## src/source/gf2_mul_cfg.svh

```systemverilog
// ****************************************
// Size settings of the GF(2) multiplier,
// included by the package and the RTL
// ****************************************

`ifndef GF2_MUL_CFG_SVH
`define GF2_MUL_CFG_SVH

// Operand width in bits
`define GF2_FIELD_BITS 163

// Limb split, three limbs pad the operand to 165 bits
`define GF2_LIMB_BITS 55
`define GF2_LIMBS 3

// One multiplier bit is scanned per clock
`define GF2_SERIAL_CYCLES `GF2_LIMB_BITS

// Accepted start to done
`define GF2_LATENCY (`GF2_SERIAL_CYCLES + 2)

`endif

```

## src/source/gf2_mul_pkg.sv

```systemverilog
// ****************************************
// Data types of the GF(2) multiplier,
// imported by every RTL module
// ****************************************

`include "gf2_mul_cfg.svh"

package gf2_mul_pkg;

	// One input polynomial
	typedef logic [`GF2_FIELD_BITS-1:0] operand_t;

	// One operand limb
	typedef logic [`GF2_LIMB_BITS-1:0] limb_t;

	// Carry-less product of two limbs, degree at most 2*(w-1)
	typedef logic [2*`GF2_LIMB_BITS-2:0] limb_prod_t;

	// XOR of limb products on one diagonal, no growth over limb_prod_t
	typedef logic [2*`GF2_LIMB_BITS-2:0] diag_t;

	// Unreduced product of two operands
	typedef logic [2*`GF2_FIELD_BITS-2:0] product_t;

endpackage

```

## src/source/limb_clmul.sv

```systemverilog
// ****************************************
// Bit-serial carry-less multiplier of one
// limb pair, started by a launch pulse
// ****************************************

`timescale 1ns/10ps

`include "gf2_mul_cfg.svh"

module limb_clmul (
	input  logic                    clk,
	input  logic                    rst,
	input  logic                    launch,
	input  gf2_mul_pkg::limb_t      x,
	input  gf2_mul_pkg::limb_t      y,
	output gf2_mul_pkg::limb_prod_t prod,
	output logic                    prod_valid
);
	import gf2_mul_pkg::*;

	localparam int CNT_W = $clog2(`GF2_SERIAL_CYCLES);
	localparam logic [CNT_W-1:0] LAST_BIT = CNT_W'(`GF2_SERIAL_CYCLES - 1);

	limb_t            x_q;
	limb_t            y_q;
	limb_prod_t       acc;
	logic [CNT_W-1:0] bit_cnt;
	logic             running;

	// Bit counter and run flag
	always_ff @(posedge clk) begin
		if (rst) begin
			running    <= 1'b0;
			bit_cnt    <= '0;
			prod_valid <= 1'b0;
		end else if (launch) begin
			running    <= 1'b1;
			bit_cnt    <= '0;
			prod_valid <= 1'b0;
		end else if (running) begin
			bit_cnt <= bit_cnt + 1'b1;
			// Last multiplier bit scanned in this cycle
			if (bit_cnt == LAST_BIT) begin
				running    <= 1'b0;
				prod_valid <= 1'b1;
			end
		end else begin
			prod_valid <= 1'b0;
		end
	end

	// Operand capture and shift-and-XOR accumulation
	always_ff @(posedge clk) begin
		if (launch) begin
			x_q <= x;
			y_q <= y;
			acc <= '0;
		end else if (running && x_q[bit_cnt]) begin
			acc <= acc ^ (limb_prod_t'(y_q) << bit_cnt);
		end
	end

	// Holds until the next launch clears the accumulator
	assign prod = acc;

endmodule

```

## src/source/diagonal_bank.sv

```systemverilog
// ****************************************
// Limb multipliers for a range of product
// diagonals, with registered diagonal sums
// ****************************************

`timescale 1ns/10ps

`include "gf2_mul_cfg.svh"

module diagonal_bank #(
	parameter int DIAG_LO = 0,
	parameter int DIAG_HI = 2
) (
	input  logic                                      clk,
	input  logic                                      rst,
	input  logic                                      launch,
	input  gf2_mul_pkg::operand_t                     a,
	input  gf2_mul_pkg::operand_t                     b,
	output gf2_mul_pkg::diag_t [DIAG_HI-DIAG_LO:0]    diag_sums,
	output logic                                      diag_valid
);
	import gf2_mul_pkg::*;

	localparam int NUM_DIAGS = DIAG_HI - DIAG_LO + 1;
	localparam int PAD_BITS  = `GF2_LIMBS * `GF2_LIMB_BITS;

	logic [PAD_BITS-1:0]              a_pad;
	logic [PAD_BITS-1:0]              b_pad;
	limb_t                            a_limb [`GF2_LIMBS];
	limb_t                            b_limb [`GF2_LIMBS];
	limb_prod_t                       unit_prod [`GF2_LIMBS][`GF2_LIMBS];
	logic [`GF2_LIMBS*`GF2_LIMBS-1:0] unit_valid;
	diag_t [NUM_DIAGS-1:0]            next_sums;
	logic                             prod_ready;

	// Upper limb bits beyond the field width are zero
	assign a_pad = PAD_BITS'(a);
	assign b_pad = PAD_BITS'(b);

	for (genvar i = 0; i < `GF2_LIMBS; i++) begin : g_row
		assign a_limb[i] = a_pad[i*`GF2_LIMB_BITS +: `GF2_LIMB_BITS];
		assign b_limb[i] = b_pad[i*`GF2_LIMB_BITS +: `GF2_LIMB_BITS];

		for (genvar j = 0; j < `GF2_LIMBS; j++) begin : g_col
			if ((i + j >= DIAG_LO) && (i + j <= DIAG_HI)) begin : g_unit
				limb_clmul u_clmul (
					.clk        (clk),
					.rst        (rst),
					.launch     (launch),
					.x          (a_limb[i]),
					.y          (b_limb[j]),
					.prod       (unit_prod[i][j]),
					.prod_valid (unit_valid[i*`GF2_LIMBS+j])
				);
			end else begin : g_none
				// Pair belongs to the other bank
				assign unit_prod[i][j]             = '0;
				assign unit_valid[i*`GF2_LIMBS+j] = 1'b0;
			end
		end
	end

	// All units run in lock-step, any one of them marks completion
	assign prod_ready = |unit_valid;

	// XOR of all products with the same weight i+j
	always_comb begin
		next_sums = '0;
		for (int i = 0; i < `GF2_LIMBS; i++) begin
			for (int j = 0; j < `GF2_LIMBS; j++) begin
				if ((i + j >= DIAG_LO) && (i + j <= DIAG_HI)) begin
					next_sums[i+j-DIAG_LO] = next_sums[i+j-DIAG_LO] ^ unit_prod[i][j];
				end
			end
		end
	end

	always_ff @(posedge clk) begin
		if (prod_ready) begin
			diag_sums <= next_sums;
		end
	end

	always_ff @(posedge clk) begin
		if (rst) begin
			diag_valid <= 1'b0;
		end else begin
			diag_valid <= prod_ready;
		end
	end

endmodule

```

## config.mk

```make
export PLATFORM = sky130hd
export DESIGN_NAME = diagonal_bank
export DESIGN_NICKNAME = d
export VERILOG_FILES = /design/src/source/gf2_mul_pkg.sv /design/src/source/limb_clmul.sv /design/src/source/diagonal_bank.sv
export VERILOG_INCLUDE_DIRS = /design/src /design/src/source
export SDC_FILE = /design/constraint.sdc
export NUM_CORES = 2
export LEC_CHECK = 0
export ABC_AREA = 1
export BUFFER_PORTS_ARGS = -buffer_cell sky130_fd_sc_hd__buf_2
export CAP_MARGIN = 20
export CORE_MARGIN = 3
export CORE_UTILIZATION = 27
export CTS_CLUSTER_DIAMETER = 100
export DETAILED_ROUTE_END_ITERATION = 8
export PLACE_DENSITY = 0.46
export SYNTH_ARGS = -nofsm -noshare
export SYNTH_HDL_FRONTEND = slang
export SYNTH_SLANG_ARGS = --single-unit
```

## constraint.sdc

```tcl
create_clock -name clk -period 12.1 [get_ports clk]
set_clock_uncertainty 0.1 [all_clocks]
set_input_delay 0.605 -clock clk [delete_from_list [all_inputs] [get_ports clk]]
set_output_delay 0.605 -clock clk [all_outputs]
set_load 0.02 [all_outputs]
```

-- Word level (Yosys, flattened, before mapping)
Index checks and enable logic that the tools add are counted.
- register bits after elaboration: 1356
- input port bits: 329
- output and inout port bits: 328
- logic and storage cells: 117
- add/subtract/negate cells: 6
- order comparisons: 6
- eq/ne operators: 6
- shifts and indexed selects: 6
- mux-type cells: 30
- bitwise gates (word level): 15
- reduce and logical (&&, ||, !) cells: 14
- operator list (cell ; number):
    $xor A109 B109 Y109 ; 9
    $shl A55 B6 Y109 ; 5
    $shl A53 B6 Y109 ; 1
    $lt A6 B7 Y1 const B ; 6
    $add A6 B1 Y6 const B ; 6
    $bmux W1 S6 ; 6
    $eq A6 B6 Y1 const B ; 6
    $mux W1 ; 24
    $reduce_or A3 Y1 ; 6
    $logic_and A1 B1 Y1 ; 6
    $not A1 Y1 ; 6
    $reduce_or A6 Y1 ; 1
    $reduce_or A2 Y1 ; 1

-- Longest topological paths before layout
- depth after elaboration: 4
- gate-level depth with buffers: 19
- mapped depth without buffers: 15

-- Hierarchy
From an unflattened synthesis, not the netlist that was laid out.
- cells, all modules: 13336
- area total of the unflattened synthesis: 95721.8 µm²
- modules (own cells, without submodules) (module ; instances ; cells each ; area an instance (µm²) ; sequential area each (µm²)):
    limb_clmul ; 6 ; 1985 ; 13513.0 ; 5645.4
    diagonal_bank ; 1 ; 1426 ; 14644.0 ; 9839.4

-- Worst setup path after synthesis
Ideal clock, no wire load.
- path type: reg-to-reg
- start: reg g_row[0].g_col[1].g_unit.u_clmul.prod_valid
- end: reg diag_sums[0] (netlist bit), enable pin
- setup time: 3240 ps
- arrival time: 7845 ps
- required time: 8760 ps
- slack: 914 ps
- stages on the path, launching flop included: 3
- path buffers: 0
- period minus slack after synthesis: 11186 ps
- cell sequence: dfxtp_1 nor4_1 nand3_1
- word-level cells in the longest chain between the ends: 1
- ends and longest elaborated chain (element ; RTL line ; source):
    start, declared ; limb_clmul.sv:17 ; output logic prod_valid
    start signal, assigned ; limb_clmul.sv:35 ; prod_valid <= 1'b0;
    start signal, assigned ; limb_clmul.sv:39 ; prod_valid <= 1'b0;
    start signal, assigned ; limb_clmul.sv:45 ; prod_valid <= 1'b1;
    $reduce_or A6 Y1 ; diagonal_bank.sv:64 ; assign prod_ready = |unit_valid;
    named net prod_ready ; diagonal_bank.sv:34 ; logic prod_ready;
    end signal, assigned ; diagonal_bank.sv:80 ; diag_sums <= next_sums;
    end, declared ; diagonal_bank.sv:19 ; output gf2_mul_pkg::diag_t [DIAG_HI-DIAG_LO:0] diag_sums,
The timed path passes the listed nets, and every way through them passes these cells.
A chain may end at the register's enable or synchronous reset.

-- Worst setup path in the final report
- start: reg g_row[0].g_col[2].g_unit.u_clmul.bit_cnt[2]
- end: reg g_row[0].g_col[2].g_unit.u_clmul.acc[52]
- word-level cells in the longest chain between the ends: 3
- elaborated cells between the ends (all ways): 5
- classes of those cells: 1 x shift; 2 x mux; 1 x bitwise; 1 x reduce/logical
- ends and longest elaborated chain (element ; RTL line ; source):
    start, declared ; limb_clmul.sv:27 ; logic [CNT_W-1:0] bit_cnt;
    start signal, assigned ; limb_clmul.sv:41 ; bit_cnt <= bit_cnt + 1'b1;
    $bmux W1 S6 ; limb_clmul.sv:58 ; end else if (running && x_q[bit_cnt]) begin
    $mux W1 (not written as such) ; limb_clmul.sv:58 ;
    $logic_and A1 B1 Y1 ; limb_clmul.sv:58 ;
    end signal, assigned ; limb_clmul.sv:59 ; acc <= acc ^ (limb_prod_t'(y_q) << bit_cnt);
    end, declared ; limb_clmul.sv:26 ; limb_prod_t acc;
Several ways; a longest one is shown, not always the timed one. The select of a mux whose other input is x is not followed.

==> impl_metrics.py <==
metrics = {
    "outcome": {
        "outcome": "completed",
    },
    "drt": {
        "post_drt_wl_per_cell_um": 24.5,
        "vias_per_cell": 5.17,
        "num_vias": 87700,
        "drtPass1Iterations": 8,
        "drt-total-wl_mm": 415,
        "drc": 0,
        "postRouteAntennaNets": 0,
        "initialDrtViolationCount": 10800,
    },
    "critical_path": {
        "critPathArrivalTime_ns": 5.56,
        "cp_num_cells": 16,
        "critPathLaunchType": "flop",
        "crit_end": "g_row[0].g_col[2].g_unit.u_clmul.prod[52]$_SDFFE_PP0P_",
        "r2r_cells": 16,
        "crit_chain": "buf_4 -> nand2_1 -> inv_1 -> nand2_1 -> nand2_1 -> inv_1 -> nand2_1 -> nand2_1 -> nand2_1 -> nand2_1 -> nor2_4 -> buf_4 -> buf_4 -> nand3_1 -> nand2_1 -> nor2_1",
        "cpMostUsedCell": "nand2_1",
        "crit_slowest_cell": "buf_4",
        "cpPeakStageDelay_ns": 0.77,
        "cp-end-kind": "flop",
        "critPathRequiredTime_ns": 12.75,
        "reg2reg_from": "g_row[0].g_col[2].g_unit.u_clmul.bit_cnt[2]$_SDFFE_PP0P_",
        "critPathMaxFanout": 86,
        "cp_top_family": "buffers and inverters",
        "crit_buf_inv": 5,
        "r2r_end": "g_row[0].g_col[2].g_unit.u_clmul.prod[52]$_SDFFE_PP0P_",
        "critPathLaunch": "g_row[0].g_col[2].g_unit.u_clmul.bit_cnt[2]$_SDFFE_PP0P_",
        "crit_type": "reg2reg",
        "rrSetupSlack_ns": 7.18,
    },
    "timing": {
        "drv_slew": 0,
        "rsz0062_at_grt": "no",
        "worst_pin_slew_ns": 1.15,
        "setup_viol": 0,
        "clock.fmax_mhz": 203,
        "worst_slew_margin_rel_pct": 23.6,
        "hold_viol": 0,
        "fin_crit_sh_pct": 40.6,
        "tns_ns": 0,
        "period_minus_slack_ns": 4.92,
    },
    "synthesis": {
        "yosysWarnings": 0,
        "syn_inst": 12300,
        "synth_seq_cells": 1356,
        "yosysUniqueCellTypes": 39,
        "synthArstFlopShare_pct": 0,
        "synth_fp_nets": 12600,
        "synthTopCellsByArea": "edfxtp_1 23%, nand3_1 18%, nand2_1 18%, dfxtp_1 17%, a21oi_1 3.7%",
        "synth_ff_type": "dfxtp_1",
        "syn_avg_cell_area_um2": 6.83,
        "synth_top_area_share_pct": 23.4,
        "synth_area_um2": 83800,
        "seq_area_frac_synth_pct": 40.2,
        "synth_largest_area_cell": "edfxtp_1",
        "synth_edf_count": 653,
    },
    "die": {
        "die_x_um": 563,
        "fp-row-count": 203,
        "ios": 657,
        "die_h_um": 563,
        "initial_core_util_pct": 27.3,
        "coreArea_um2": 307000,
        "dieArea_um2": 317000,
    },
    "clock_network": {
        "postCtsResizedCells": 0,
        "clkLatencyLatePin_ns": 0.90,
        "cts.sinks": 1356,
        "cts_made_buffers": 176,
        "cts_root_buf": "clkbuf_16",
        "clk_path_buf_depth": 4,
        "cts_hold_buffers": 325,
        "cts_tree": "yes",
        "path_clk_slew_ns": 0.06,
        "cts_setup_buffers": 0,
        "cts.htree.levels": 4,
    },
    "layout": {
        "seq_area_um2": 33800,
        "multi_input_area_um2": 43900,
        "layout_common_cells": "4029 x nand2_1, 3069 x nand3_1, 665 x dfxtp_1",
        "nFillCells": 33200,
        "layout.cells.non_filler": 17000,
        "drive_above_1_share_pct": 8.88,
        "syn2layout_area_growth_pct": 17.7,
        "final_net_count": 13000,
        "final_common_cell": "nand2_1",
    },
    "placed_design": {
        "dp.cells": 16300,
        "place.gp.congestion": 0.963,
        "portBuffers": 656,
        "dp_hpwl_mm": 304,
    },
    "global_routing": {
        "antenna_found_initial": 32,
        "grt_pass1_vias": 78400,
        "gr-total-overflow": 0,
        "grt_pass1_wl_mm": 582,
        "grt_max_degree": 144,
        "grt_usage_pct": 25.0,
    },
    "power": {
        "vdd_drop_max_mv": 0.0919,
        "total_power_w": 0.0128,
        "power_leakage_nw": 41.3,
        "p_per_area_nw_per_um2": 130,
    },
    "flow_run": {
        "drv_cap": 0,
    },
    "min_path": {
        "hold_path_class": "in2reg",
        "hp-start": "a[11]",
    },
}
[stage by stage]
stage | utilization (%) | hold WS (ns) | setup slack [ns] | instance area, µm²
floorplan | - | 0.308 | 0.914 | 83800
global placement | 29.1 | 0.323 | 7.42 | 89300
detailed placement | 29.1 | 0.325 | 7.38 | 89400
CTS | 32.1 | 0.0117 | 7.37 | 98600
global route | 32.1 | 0.00366 | 6.86 | 98600
finish | 32.1 | 0.0456 | 7.18 | 98600
[kinds of logic (layout without fill, tap and decap cells)]
kind of cell	count (synthesis)	after routing	share of synthesized area, %
flip-flops	1356	1356	40.2
buffers and inverters	1468	2037	7.47
XOR/XNOR	396	396	4.14
AND/OR/NAND/NOR	8110	8110	42.3
adder cells (fa/ha/maj)	12	12	0.179
AO/OA/AOI/OAI	928	928	5.74
other	0	12	0
[sequential cells by signal, indices dropped and copies added, names as in the netlist]
signal                                 flops
g_row.g_col.g_unit.u_clmul.x_q           163
g_row.g_col.g_unit.u_clmul.y_q           163
g_row.g_col.g_unit.u_clmul.running         6
diag_sums                                327
g_row.g_col.g_unit.u_clmul.prod_valid      6
g_row.g_col.g_unit.u_clmul.prod          654
diag_valid                                 1
g_row.g_col.g_unit.u_clmul.bit_cnt        36
[worst min-delay path by stage]
| stage | to | slack (ns) | cells past startpoint |
|---|---|---|---|
| final | g_row[0].g_col[1].g_unit.u_clmul.x_q[11]$_DFFE_PP_ | 0.05 | 1 |
| after global routing | g_row[0].g_col[1].g_unit.u_clmul.x_q[11]$_DFFE_PP_ | 0.004 | 1 |
| after CTS | g_row[0].g_col[1].g_unit.u_clmul.x_q[11]$_DFFE_PP_ | 0.01 | 1 |
| after detailed placement | g_row[0].g_col[2].g_unit.u_clmul.prod[108]$_SDFFE_PP0P_ | 0.33 | 2 |
| after global placement | g_row[0].g_col[2].g_unit.u_clmul.prod[107]$_SDFFE_PP0P_ | 0.32 | 2 |
| after floorplan | diag_sums[87]$_DFFE_PP_ | 0.31 | 0 |
[power by group]
part	switching, W	total, W	internal, W
clock network	0.00227	0.00552	0.00325
logic	0.00143	0.00201	0.000581
registers	0.000309	0.00530	0.00499
[worst reg2reg max path, delay by kind of cell (launching register included)]
kind | cells | cell delay, ns
AND/OR/NAND/NOR | 11 | 1.50
flip-flops | 1 | 0.49
buffers and inverters | 5 | 2.73
[synthesized netlist by cell type (7+ instances only)]
| master | number |
|---|---|
| inv_1 | 600 |
| a31oi_1 | 7 |
| nand3_1 | 3071 |
| and2_1 | 11 |
| xnor2_1 | 156 |
| nor2_1 | 565 |
| xor2_1 | 240 |
| buf_4 | 101 |
| o21ai_1 | 35 |
| buf_6 | 11 |
| inv_2 | 13 |
| nor4_1 | 8 |
| o21ai_0 | 206 |
| nand2_1 | 4032 |
| nand3b_1 | 51 |
| nand4_1 | 324 |
| edfxtp_1 | 653 |
| a21oi_1 | 618 |
| clkbuf_1 | 273 |
| a211oi_1 | 7 |
| nor3_1 | 37 |
| buf_2 | 222 |
| ha_1 | 12 |
| dfxtp_1 | 703 |
| buf_1 | 240 |
| o211ai_1 | 48 |
[area by class of cell]
class | instances | area share [%]
flip-flops and latches | 1356 | 34.2
multi-input cells | 9446 | 44.5
clock inverters | 95 | 1.22
inverters | 619 | 2.37
diodes | 12 | 0.0304
clock buffers | 223 | 4.84
repair buffers | 1100 | 7.59
well taps | 4100 | 5.20
[routing by layer]
metal | part of all wire [%] | track usage (%) | vias up | wire length (µm)
li1 | - | - | 42100 | -
met5 | 0.019 | 0 | - | 80
met2 | 45 | 39.3 | 3791 | 186000
met3 | 7.0 | 4.04 | 755 | 29200
met4 | 6.7 | 14.4 | 12 | 27900
met1 | 41 | 32.5 | 41000 | 172000
No activity file was read; power rests on OpenSTA's default activity.
