### config.mk
export PLATFORM = sky130hd
export DESIGN_NAME = product_assembler
export DESIGN_NICKNAME = d
export VERILOG_FILES = /design/src/source/gf2_mul_pkg.sv /design/src/source/product_assembler.sv
export VERILOG_INCLUDE_DIRS = /design/src /design/src/source
export SDC_FILE = /design/constraint.sdc
export NUM_CORES = 1
export LEC_CHECK = 0
export BUFFER_PORTS_ARGS = -buffer_cell sky130_fd_sc_hd__buf_4
export CELL_PAD_IN_SITES_DETAIL_PLACEMENT = 1
export CELL_PAD_IN_SITES_GLOBAL_PLACEMENT = 1
export CORE_AREA = 3 3 339 341
export CTS_CLUSTER_DIAMETER = 100
export CTS_CLUSTER_SIZE = 16
export DETAILED_ROUTE_END_ITERATION = 8
export DIE_AREA = 0 0 342 344
export HOLD_SLACK_MARGIN = 0.02
export PLACE_DENSITY = 0.44
export RECOVER_POWER = 25
export SLEW_MARGIN = 40
export SYNTH_ARGS = -nofsm -noshare
export SYNTH_HDL_FRONTEND = slang
export SYNTH_SLANG_ARGS = --single-unit
### constraint.sdc
create_clock -name clk -period 1.2 [get_ports clk]
set_input_delay 0.06 -clock clk [delete_from_list [all_inputs] [get_ports clk]]
set_output_delay 0.06 -clock clk [all_outputs]
set_load 0.05 [all_outputs]
### src/source/gf2_mul_cfg.svh
// ****************************************
// Size settings of the GF(2) multiplier,
// included by the package and the RTL
// ****************************************

`ifndef GF2_MUL_CFG_SVH
`define GF2_MUL_CFG_SVH

// Operand width in bits
`define GF2_FIELD_BITS 163

// Limb split, three limbs pad the operand to 165 bits
`define GF2_LIMB_BITS 55
`define GF2_LIMBS 3

// One multiplier bit is scanned per clock
`define GF2_SERIAL_CYCLES `GF2_LIMB_BITS

// Accepted start to done
`define GF2_LATENCY (`GF2_SERIAL_CYCLES + 2)

`endif

### src/source/gf2_mul_pkg.sv
// ****************************************
// Data types of the GF(2) multiplier,
// imported by every RTL module
// ****************************************

`include "gf2_mul_cfg.svh"

package gf2_mul_pkg;

	// One input polynomial
	typedef logic [`GF2_FIELD_BITS-1:0] operand_t;

	// One operand limb
	typedef logic [`GF2_LIMB_BITS-1:0] limb_t;

	// Carry-less product of two limbs, degree at most 2*(w-1)
	typedef logic [2*`GF2_LIMB_BITS-2:0] limb_prod_t;

	// XOR of limb products on one diagonal, no growth over limb_prod_t
	typedef logic [2*`GF2_LIMB_BITS-2:0] diag_t;

	// Unreduced product of two operands
	typedef logic [2*`GF2_FIELD_BITS-2:0] product_t;

endpackage

### src/source/product_assembler.sv
// ****************************************
// Start gating, busy and done control, and
// the shifted merge of the diagonal sums
// ****************************************

`timescale 1ns/10ps

`include "gf2_mul_cfg.svh"

module product_assembler (
	input  logic                                  clk,
	input  logic                                  rst,
	input  logic                                  start,
	input  gf2_mul_pkg::diag_t [`GF2_LIMBS-1:0]   low_sums,
	input  gf2_mul_pkg::diag_t [`GF2_LIMBS-2:0]   high_sums,
	input  logic                                  diag_valid,
	output logic                                  launch,
	output logic                                  busy,
	output logic                                  done,
	output gf2_mul_pkg::product_t                 c
);
	import gf2_mul_pkg::*;

	localparam int NUM_LOW  = `GF2_LIMBS;
	localparam int NUM_HIGH = `GF2_LIMBS - 1;

	product_t merged;

	// Start is taken only while idle, the done cycle counts as idle
	assign launch = start & ~busy;

	always_ff @(posedge clk) begin
		if (rst) begin
			busy <= 1'b0;
		end else if (launch) begin
			busy <= 1'b1;
		end else if (diag_valid) begin
			busy <= 1'b0;
		end
	end

	always_ff @(posedge clk) begin
		if (rst) begin
			done <= 1'b0;
		end else begin
			done <= diag_valid;
		end
	end

	// Diagonal k carries weight x^(55k)
	always_comb begin
		merged = '0;
		for (int k = 0; k < NUM_LOW; k++) begin
			merged = merged ^ (product_t'(low_sums[k]) << (k * `GF2_LIMB_BITS));
		end
		// Bits shifted past the top are always zero, the top limbs are padded
		for (int k = 0; k < NUM_HIGH; k++) begin
			merged = merged ^
				(product_t'(high_sums[k]) << ((k + NUM_LOW) * `GF2_LIMB_BITS));
		end
	end

	// Result holds until the next product completes
	always_ff @(posedge clk) begin
		if (rst) begin
			c <= '0;
		end else if (diag_valid) begin
			c <= merged;
		end
	end

endmodule

After elaboration in Yosys (flattened, before gate mapping)
Cells that the tools add are included.
{ "classes": {"n_bitwise": 6, "n_reduce_logical": 1, "mux": 2} }
{ "op_table": {"columns": ["cell", "count"], "rows": [
  ["XOR 274 x 325 -> 325 bit", 1],
  ["XOR 219 x 274 -> 274 bit", 1],
  ["XOR 164 x 219 -> 219 bit", 1],
  ["XOR 109 x 164 -> 164 bit", 1],
  ["2-to-1 mux 1 bit", 2],
  ["nonzero test 2 bit", 1],
  ["AND 1 bit", 1],
  ["inverter 1 bit", 1]
]} }
{ "word_totals": {"register_bits": 327, "word_cells": 12, "in_bits": 549, "out_inout_bits": 328} }

Depth between registers and ports, before layout
Gate-level depths: netlist of the first run.
{ "logic_depth": {"word_depth": 4, "ltp_mapped": 6, "depth_no_buf": 2} }

Worst setup path before layout of the first run
Ideal clock, no wire load.
{ "synth_timing": {"path_type": "register -> register", "startpoint": "register busy", "endpoint": "register busy", "synth_period_minus_slack_ns": 1.578, "setup_time_ns": 0.060, "slack_ns": -0.378, "stages_incl_launch_ff": 3, "arrival_time_ns": 1.519, "required_ns": 1.140, "path_buffers": 0, "cell_sequence": "dfxtp_1 > nor2b_1 > o21ba_2"} }
{ "synth_between": {"elab_chain_len": 3, "word_cells_on_any_way": 4, "cone_classes": "mux (1); bitwise (2); reduce/logical (1)"} }
{ "synth_rtl": {"columns": ["item", "line_no", "source"], "rows": [
  ["start, declared", "product_assembler.sv:18", "output logic busy,"],
  ["start signal, assigned", "product_assembler.sv:34", "busy <= 1'b0;"],
  ["start signal, assigned", "product_assembler.sv:36", "busy <= 1'b1;"],
  ["start signal, assigned", "product_assembler.sv:38", "busy <= 1'b0;"],
  ["inverter 1 bit (*)", "product_assembler.sv:30", "assign launch = start & ~busy;"],
  ["AND 1 bit (*)", "product_assembler.sv:30", null],
  ["net launch", "product_assembler.sv:17", "output logic launch,"],
  ["2-to-1 mux 1 bit / nonzero test 2 bit (equally long branches)", null, null]
]} }
The timed path passes the listed nets; every way through them passes the cells marked *.
A chain may end at the register's enable or synchronous reset.

Worst setup path after layout of the first run
{ "layout_timing": {"startpoint": "register busy", "endpoint": "output launch"} }
{ "layout_between": {"elab_chain_len": 2} }
{ "layout_rtl": {"columns": ["item", "line_no"], "rows": [
  ["inverter 1 bit", "product_assembler.sv:30"],
  ["AND 1 bit", "product_assembler.sv:30"],
  ["end, declared", "product_assembler.sv:17"]
]} }
No other way between the ends.

==> flow_summary.json, run 1 <==
{
  "core-area_um2": 112000,
  "rows": 123,
  "ys_types": 15,
  "worst-path-buf-inv": 1,
  "report.final.slew_viol_count": 0,
  "drc": 0,
  "clk_latency_ns": 0.57,
  "arrival_ns": 1.21,
  "num_vias": 15070,
  "cts.sink_count": 327,
  "critPathMaxStageDelay_ns": 0.35,
  "ios": 877,
  "tns_ns": -0.156,
  "min_period_over_period_pct": 106,
  "die_y_um": 344,
  "routedWlPerCell_um": 17.2,
  "initial_core_util_pct": 11.6,
  "cts_inserted_buffers": 25,
  "ant_nets": 0,
  "die-area_um2": 118000,
  "gp_congestion": 0.845,
  "violations": "negative setup slack",
  "leakagePower_nw": 12.9,
  "timing.rr.end": "c[284]",
  "clk_path_buf_depth": 3,
  "crit_required_ns": 1.14,
  "fmaxAchievable_mhz": 787,
  "path_delay_family": "flip-flops",
  "end_kind": "primary output",
  "grt_overflow": 0,
  "design_area_um2": 30700,
  "cp_max_fo": 3,
  "fin_ws_ns": -0.0708,
  "relSlewSlack_pct": 59.2,
  "critical-path-slowest-cell": "dfxtp_2",
  "port_buffers": 872,
  "hold_class": "in2reg",
  "synthToLayoutAreaGrowth_pct": 135,
  "syn_area_um2": 13100,
  "drv_cap": 0,
  "final_nets": 3288,
  "mostFrequentLayoutCells": "buf_4, dlygate4sd3_1, nor2_1, dfxtp_2, xnor2_1",
  "seq_area_frac_synth_pct": 50.1,
  "worstSetupStartpointType": "flop",
  "crit_type": "reg2out",
  "worstMarginPinSlew_ns": 0.612,
  "fill_cells": 12770,
  "timing_hold_violations_final": 0,
  "dpl_cell_area_um2": 21500,
  "status": "complete, but fails checks",
  "grt_pass1_wl_um": 104000,
  "worst-path-stages": 2,
  "drt_pass1_iterations": 4,
  "fin_worst_skew_ns": 0,
  "cp_cell_sequence": "nor2b_4, buf_8",
  "root_buffer": "clkbuf_16",
  "routed_wl_um": 73000,
  "peakVddDrop_mv": 0.808,
  "grt_max_degree": 66,
  "r2r_slack_ns": 0.04,
  "setup_viol_count_final": 9,
  "track_usage_pct": 11.5,
  "grt_pass1_vias": 16971,
  "startpoint": "busy",
  "h-tree-depth": 1,
  "power_mw": 32.1,
  "antenna_found_initial": 10,
  "die_w_um": 342,
  "synthesis.nets": 1843,
  "rsz0062_at_grt": "yes",
  "ff2ff_path_depth": 3,
  "regToRegStartpoint": "c[284]",
  "worstSetupEndpoint": "launch",
  "post-route-min-period_ns": 1.27,
  "via_per_inst": 3.54,
  "synthCells": 1294,
  "syn-mean-instance-area_um2": 10.1,
  "hpwl_um": 54200,
  "final_common_cell": "buf_4",
  "ys_warn_count": 0,
  "layout-drive-gt1-share_pct": 49.9,
  "synth-seq-cells": 327,
  "drtIter0Drc": 277,
  "cts_tree": "built",
  "clk_pin_slew_ns": 0.07,
  "p_per_area_nw_per_um2": 1050
}
[state kept, by name, summed over array words and instances, names as in the netlist]
name and flops:
done 1, c 325, busy 1
[per-layer routing]
layer  vias up  part of all wire, %  global-route usage (%)
li1       7273                    -                       -
met5         -                    0                       0
met4         0                  3.2                    4.14
met2       510                   54                    21.7
met1      7194                   36                    12.2
met3        93                  7.1                    3.21
[synthesized netlist by cell type (all sizes together)]
library cell / n / area [um2]
xnor2: 216 / 1890
dfxtp: 327 / 6550
o21ba: 1 / 10.0
buf: 70 / 512
nor2b: 3 / 18.8
nor2: 325 / 1220
mux2i: 109 / 1090
clkbuf: 27 / 101
a211oi: 216 / 1670
[worst reg2reg max path, stage by stage (launching register included)]
cell and delay (ns):
dfxtp_2 0.33, mux2i_1 0.12, nor2_1 0.05, dlygate4sd3_1 0.55
[worst min path at each step]
stage          endpoint  slack (ns)  depth (start not counted)         start
6_report         c[166]        0.03                          4    diag_valid
3_5_place_dp       c[8]        0.31                          3   low_sums[8]
3_3_place_gp      c[34]        0.30                          3  low_sums[34]
2_1_floorplan      c[0]        0.21                          2   low_sums[0]
5_1_grt          c[231]        0.03                          4    diag_valid
4_1_cts          c[160]       -0.02                          3    diag_valid
[power breakdown]
group          internal, mW  switching, mW  total [mW]  leakage (nW)
combinational          5.91           5.70        11.6          9.71
clock                  3.83           4.19        8.02         0.328
sequential             11.8          0.684        12.5          2.81
total                  21.5           10.6        32.1          12.9
[kinds of logic (layout without fill, tap and decap cells)]
| family | count (synthesis) | after routing | synth area share [%] |
|---|---|---|---|
| compound gates | 217 | 217 | 12.9 |
| xor+xnor | 216 | 216 | 14.5 |
| buf+inv | 97 | 1549 | 4.69 |
| flops | 327 | 327 | 50.1 |
| mux | 109 | 109 | 8.35 |
| other cells | 0 | 7 | 0 |
| simple gates | 328 | 328 | 9.48 |
[per-stage QoR]
step	setup slack [ns]	std cells	hold slack (ns)	utilization, %
finish	-0.0708	4253	0.0289	27.3
CTS	-0.130	4219	-0.0221	26.5
floorplan	0.00225	1294	0.207	-
global placement	0.0753	3622	0.296	19.2
detailed placement	0.0307	3622	0.308	19.2
global route	-0.153	4251	0.0267	27.3
[repair_timing]
| item | 4_1_cts | 5_1_grt |
|---|---|---|
| setup buffers | 6 | 26 |
| hold endpoints to repair | 327 | 7 |
| hold buffers | 557 | 8 |
| gates resized for setup | 735 | 164 |
| pin swaps | 0 | 6 |
| setup endpoints to repair | 328 | 280 |
[layout make-up]
cell class	count	area, um2	share of cell area [%]
tap	1500	1880	6.12
sequential	327	6950	22.7
antenna	7	17.5	0.0571
multi-input combinational	870	6260	20.4
timing repair buffer	1515	14900	48.5
clock inverter	4	28.8	0.0938
clock buffer	30	654	2.13
No activity file was read; power rests on OpenSTA's default activity.
==> inputs of run 2 (changes only) <==
Settings changed: CELL_PAD_IN_SITES_DETAIL_PLACEMENT 1 to default, CELL_PAD_IN_SITES_GLOBAL_PLACEMENT 1 to default, CORE_AREA 3 3 339 341 to 3 3 342 344, DIE_AREA 0 0 342 344 to 0 0 345 347, PLACE_DENSITY 0.44 to 0.35.
==> flow_summary.json, run 2 (same netlist as run 1, synthesis figures left out) <==
{
  "status": "complete, but fails checks",
  "violations": "negative setup slack",
  "fin_cells": 4276,
  "crit_type": "reg2out",
  "power_mw": 32.9,
  "clk_latency_ns": 0.57,
  "track_usage_pct": 10.5,
  "drc": 0,
  "cp_cell_sequence": "nor2b_4, buf_8",
  "met1_length_um": 25700,
  "final_common_cell": "buf_4",
  "root_buffer": "clkbuf_16",
  "clk_pin_slew_ns": 0.08,
  "gp_congestion": 0.771,
  "initial_core_util_pct": 11.4,
  "fmaxAchievable_mhz": 789,
  "arrival_ns": 1.21,
  "leakagePower_nw": 13.0,
  "cts_tree": "built",
  "r2r_slack_ns": 0.32,
  "min_from": "high_sums[165]",
  "core-area_um2": 114000,
  "top_register": "c",
  "place_inst": 3644,
  "synthToLayoutAreaGrowth_pct": 138,
  "holdPathStages": 4,
  "routed_wl_um": 67100,
  "setup_viol_count_final": 5,
  "die_y_um": 347,
  "largest_reg_flops": 325,
  "mostFrequentLayoutCells": "buf_4, dlygate4sd3_1, nor2_1, dfxtp_2, buf_8",
  "h-tree-depth": 1,
  "crit_required_ns": 1.14,
  "layout-drive-gt1-share_pct": 49.9,
  "grt_pass1_wl_um": 97500,
  "worstSetupStartpointType": "flop",
  "regToRegStartpoint": "c[115]",
  "drv_cap": 0,
  "wl_met2_um": 35000,
  "drt_pass1_iterations": 6,
  "worstMarginPinSlew_ns": 0.480,
  "post-route-min-period_ns": 1.27,
  "fin_worst_skew_ns": 0,
  "timing.rr.end": "c[115]",
  "peakVddDrop_mv": 0.935,
  "drtIter0Drc": 464,
  "cts.sink_count": 327,
  "min_period_over_period_pct": 106,
  "hold_end": "c[276]",
  "timing_hold_violations_final": 0,
  "rows": 124,
  "clk_path_buf_depth": 3,
  "relSlewSlack_pct": 67.8,
  "whs_ns": 0.255,
  "dr.max_layer_used": "met5",
  "die_w_um": 345,
  "rsz0062_at_grt": "yes",
  "p_per_area_nw_per_um2": 1060,
  "final_nets": 3303,
  "routedWlPerCell_um": 15.7,
  "ios": 877,
  "ant_nets": 0,
  "report.final.slew_viol_count": 0,
  "hpwl_um": 52300,
  "reg.largest.list": "c (325), busy (1), done (1)",
  "cp_max_fo": 3,
  "critical-path-slowest-cell": "dfxtp_2",
  "met3WireLength_um": 5160,
  "fin_ws_ns": -0.0674,
  "antenna_found_initial": 5,
  "finish.utilization_pct": 27.2,
  "die-area_um2": 120000,
  "grt_pass1_vias": 15496,
  "via_per_inst": 3.42,
  "num_vias": 14610,
  "ff2ff_path_depth": 4,
  "dp_slack_ns": 0.0784,
  "grt_overflow": 0,
  "grt_max_degree": 70,
  "end_kind": "primary output",
  "critPathMaxStageDelay_ns": 0.34,
  "hold_class": "in2reg",
  "cts_inserted_buffers": 26,
  "port_buffers": 872
}
## run 2: repair_timing
item                       in CTS  in global routing
hold endpoints to repair      326                  2
buffers inserted               15                 35
setup endpoints to repair     328                268
pin swaps                       0                  1
resized for setup             888                 85
hold buffers                  544                  2
## run 2: power by group
| part | switching, mW | internal (mW) |
|---|---|---|
| Clock | 4.40 | 4.34 |
| Sequential | 0.705 | 11.8 |
| Combinational | 5.53 | 6.13 |
| Total | 10.6 | 22.3 |
## run 2: how the worst max path moves through the flow
stage	cells past startpoint	slack (ns)	start	to
global placement	5	0.10	diag_valid	c[149]
global route	2	-0.15	busy	launch
CTS	2	-0.13	busy	launch
detailed placement	5	0.08	diag_valid	c[174]
finish	2	-0.07	busy	launch
floorplan	2	0.002	busy	busy
## run 2: per-stage QoR
stage               area, um2  setup TNS (ns)
finish                  31000          -0.126
global route            31000           -3.86
CTS                     30500           -2.05
detailed placement      21600               0
global placement        21600               0
floorplan               13100               0
## run 2: cell type report
type / instances / area [um2]
antenna: 3 / 7.51
fill: 12217 / 83100
sequential: 327 / 6970
clock inverter: 5 / 73.8
multi-input combinational: 870 / 6030
tap: 1512 / 1890
timing repair buffer: 1529 / 15400
clock buffer: 30 / 697
## run 2: metal layers
layer	vias to the layer above	global-route usage (%)
li1	7315	-
met1	6759	11.7
met2	479	19.5
met3	55	3.29
met4	2	2.46
met5	-	0
## run 2: critical path: cells and delay by family (launching register included)
family        cells  cell delay (ns)
flops             1             0.34
buf+inv           1             0.16
simple gates      1             0.13
==> inputs of run 3 (changes only) <==
Settings changed: CORE_AREA 3 3 342 344 to 2 2 341 343, DIE_AREA 0 0 345 347 to 0 0 343 345, REMOVE_ABC_BUFFERS from default to 1.
==> flow_summary.json, run 3 (same netlist as run 1, synthesis figures left out) <==
{
  "hpwl_um": 50700,
  "worstMarginPinSlew_ns": 0.742,
  "fin_ws_ns": -0.122,
  "die_w_um": 343,
  "fin_cells": 4316,
  "setup_viol_count_final": 13,
  "ant_nets": 0,
  "routedWlPerCell_um": 16.0,
  "multiInputGateArea_um2": 6020,
  "p_clk_share_pct": 26.2,
  "regArea_um2": 6880,
  "report.final.slew_viol_count": 0,
  "gp_congestion": 0.753,
  "p_comb_share_pct": 35.9,
  "switchingPower_mw": 10.8,
  "power_mw": 33.0,
  "arrival_ns": 1.26,
  "status": "complete, but fails checks",
  "relSlewSlack_pct": 50.4,
  "p_per_area_nw_per_um2": 1050,
  "grt_overflow": 0,
  "fmaxAchievable_mhz": 756,
  "cts_tree": "built",
  "switching_share_pct": 32.7,
  "p_int_mw": 22.2,
  "antenna_found_initial": 8,
  "clk_path_buf_depth": 3,
  "crit_required_ns": 1.14,
  "drv_cap": 0,
  "hold_class": "in2reg",
  "crit_type": "reg2out",
  "drt_pass1_iterations": 4,
  "rsz0062_at_grt": "yes",
  "cts.sink_count": 327,
  "die_y_um": 345,
  "whs_ns": 0.0686,
  "place_inst": 3652,
  "clk_pin_slew_ns": 0.08,
  "top_register": "c",
  "ios": 877,
  "leakagePower_nw": 13.2,
  "post-route-min-period_ns": 1.32,
  "mostFrequentLayoutCells": "buf_4, dlygate4sd3_1, nor2_1, buf_8, dfxtp_2",
  "drtIter0Drc": 371,
  "core-area_um2": 115000,
  "h-tree-depth": 1,
  "routed_wl_um": 69100,
  "seqPwrFrac_pct": 37.9,
  "synthToLayoutAreaGrowth_pct": 140,
  "grt_max_degree": 42,
  "fin_worst_skew_ns": 0,
  "final_nets": 3329,
  "layout-drive-gt1-share_pct": 46.6,
  "grt_pass1_wl_um": 99300,
  "port_buffers": 872,
  "num_vias": 14812,
  "violations": "negative setup slack",
  "rows": 125,
  "root_buffer": "clkbuf_16",
  "worstSetupStartpointType": "flop",
  "min_period_over_period_pct": 110,
  "final_common_cell": "buf_4",
  "peakVddDrop_mv": 0.951,
  "largest_reg_flops": 325,
  "grt_pass1_vias": 15572,
  "timing_hold_violations_final": 0,
  "reg.largest.list": "c (325), busy (1), done (1)",
  "drc": 0,
  "finish.utilization_pct": 27.2,
  "cts_inserted_buffers": 26,
  "die-area_um2": 118000,
  "fill_cells": 12275,
  "cp_max_fo": 3,
  "track_usage_pct": 11.1,
  "initial_core_util_pct": 11.3,
  "end_kind": "primary output",
  "clk_latency_ns": 0.58,
  "dp_slack_ns": 0.123,
  "via_per_inst": 3.43
}
[run 3: final timing paths]
| kind | from | endpoint | slack (ns) | cells past startpoint |
|---|---|---|---|---|
| hold reg to reg | c[199] | c[199] | 0.49 | 2 |
| hold / removal | rst | c[265] | 0.07 | 4 |
| setup / recovery | busy | launch | -0.12 | 2 |
| setup reg to reg | c[36] | c[36] | 0.03 | 3 |
[run 3: critical path, stage by stage, from the launching register on]
cell and delay (ns):
dfxtp_2 0.34, nor2b_4 0.17, buf_8 0.17
[run 3: power groups by stage]
stage	sequential, mW	combinational [mW]	clock (mW)
final	12.5	11.8	8.65
after global routing	12.6	12.5	9.55
after CTS	12.5	11.9	9.27
after detailed placement	12.3	8.50	0
after global placement	12.3	8.52	0
after floorplan	15.1	1.53	0
[run 3: through the flow]
step	TNS (ns)	area [um2]
2_1_floorplan	-0.505	12400
3_3_place_gp	0	21500
3_5_place_dp	0	21500
4_1_cts	-8.25	31400
5_1_grt	-8.61	31400
6_report	-0.472	31400
[run 3: metal layers]
metal / wire (um) / track usage (%) / vias up
met4: 1330 / 2.54 / 2
met1: 27500 / 13.0 / 6879
met3: 5450 / 2.94 / 60
met5: 10 / 0 / -
li1: - / - / 7378
met2: 34900 / 19.9 / 493
[run 3: cell type report]
class,count,area share (%)
Antenna cell,4,0.0319
Clock buffer,31,2.23
Clock inverter,5,0.164
Multi-Input combinational cell,870,19.2
Sequential cell,327,21.9
Tap cell,1524,6.08
Timing Repair Buffer,1555,50.3
[run 3: timing repair]
action                                  4_1_cts  5_1_grt
resized for setup                           992       31
endpoints found under the hold margin       326        9
endpoints found under the setup margin      328      283
hold buffers                                591        5
pin swaps                                     0        4
buffers inserted                             29       24
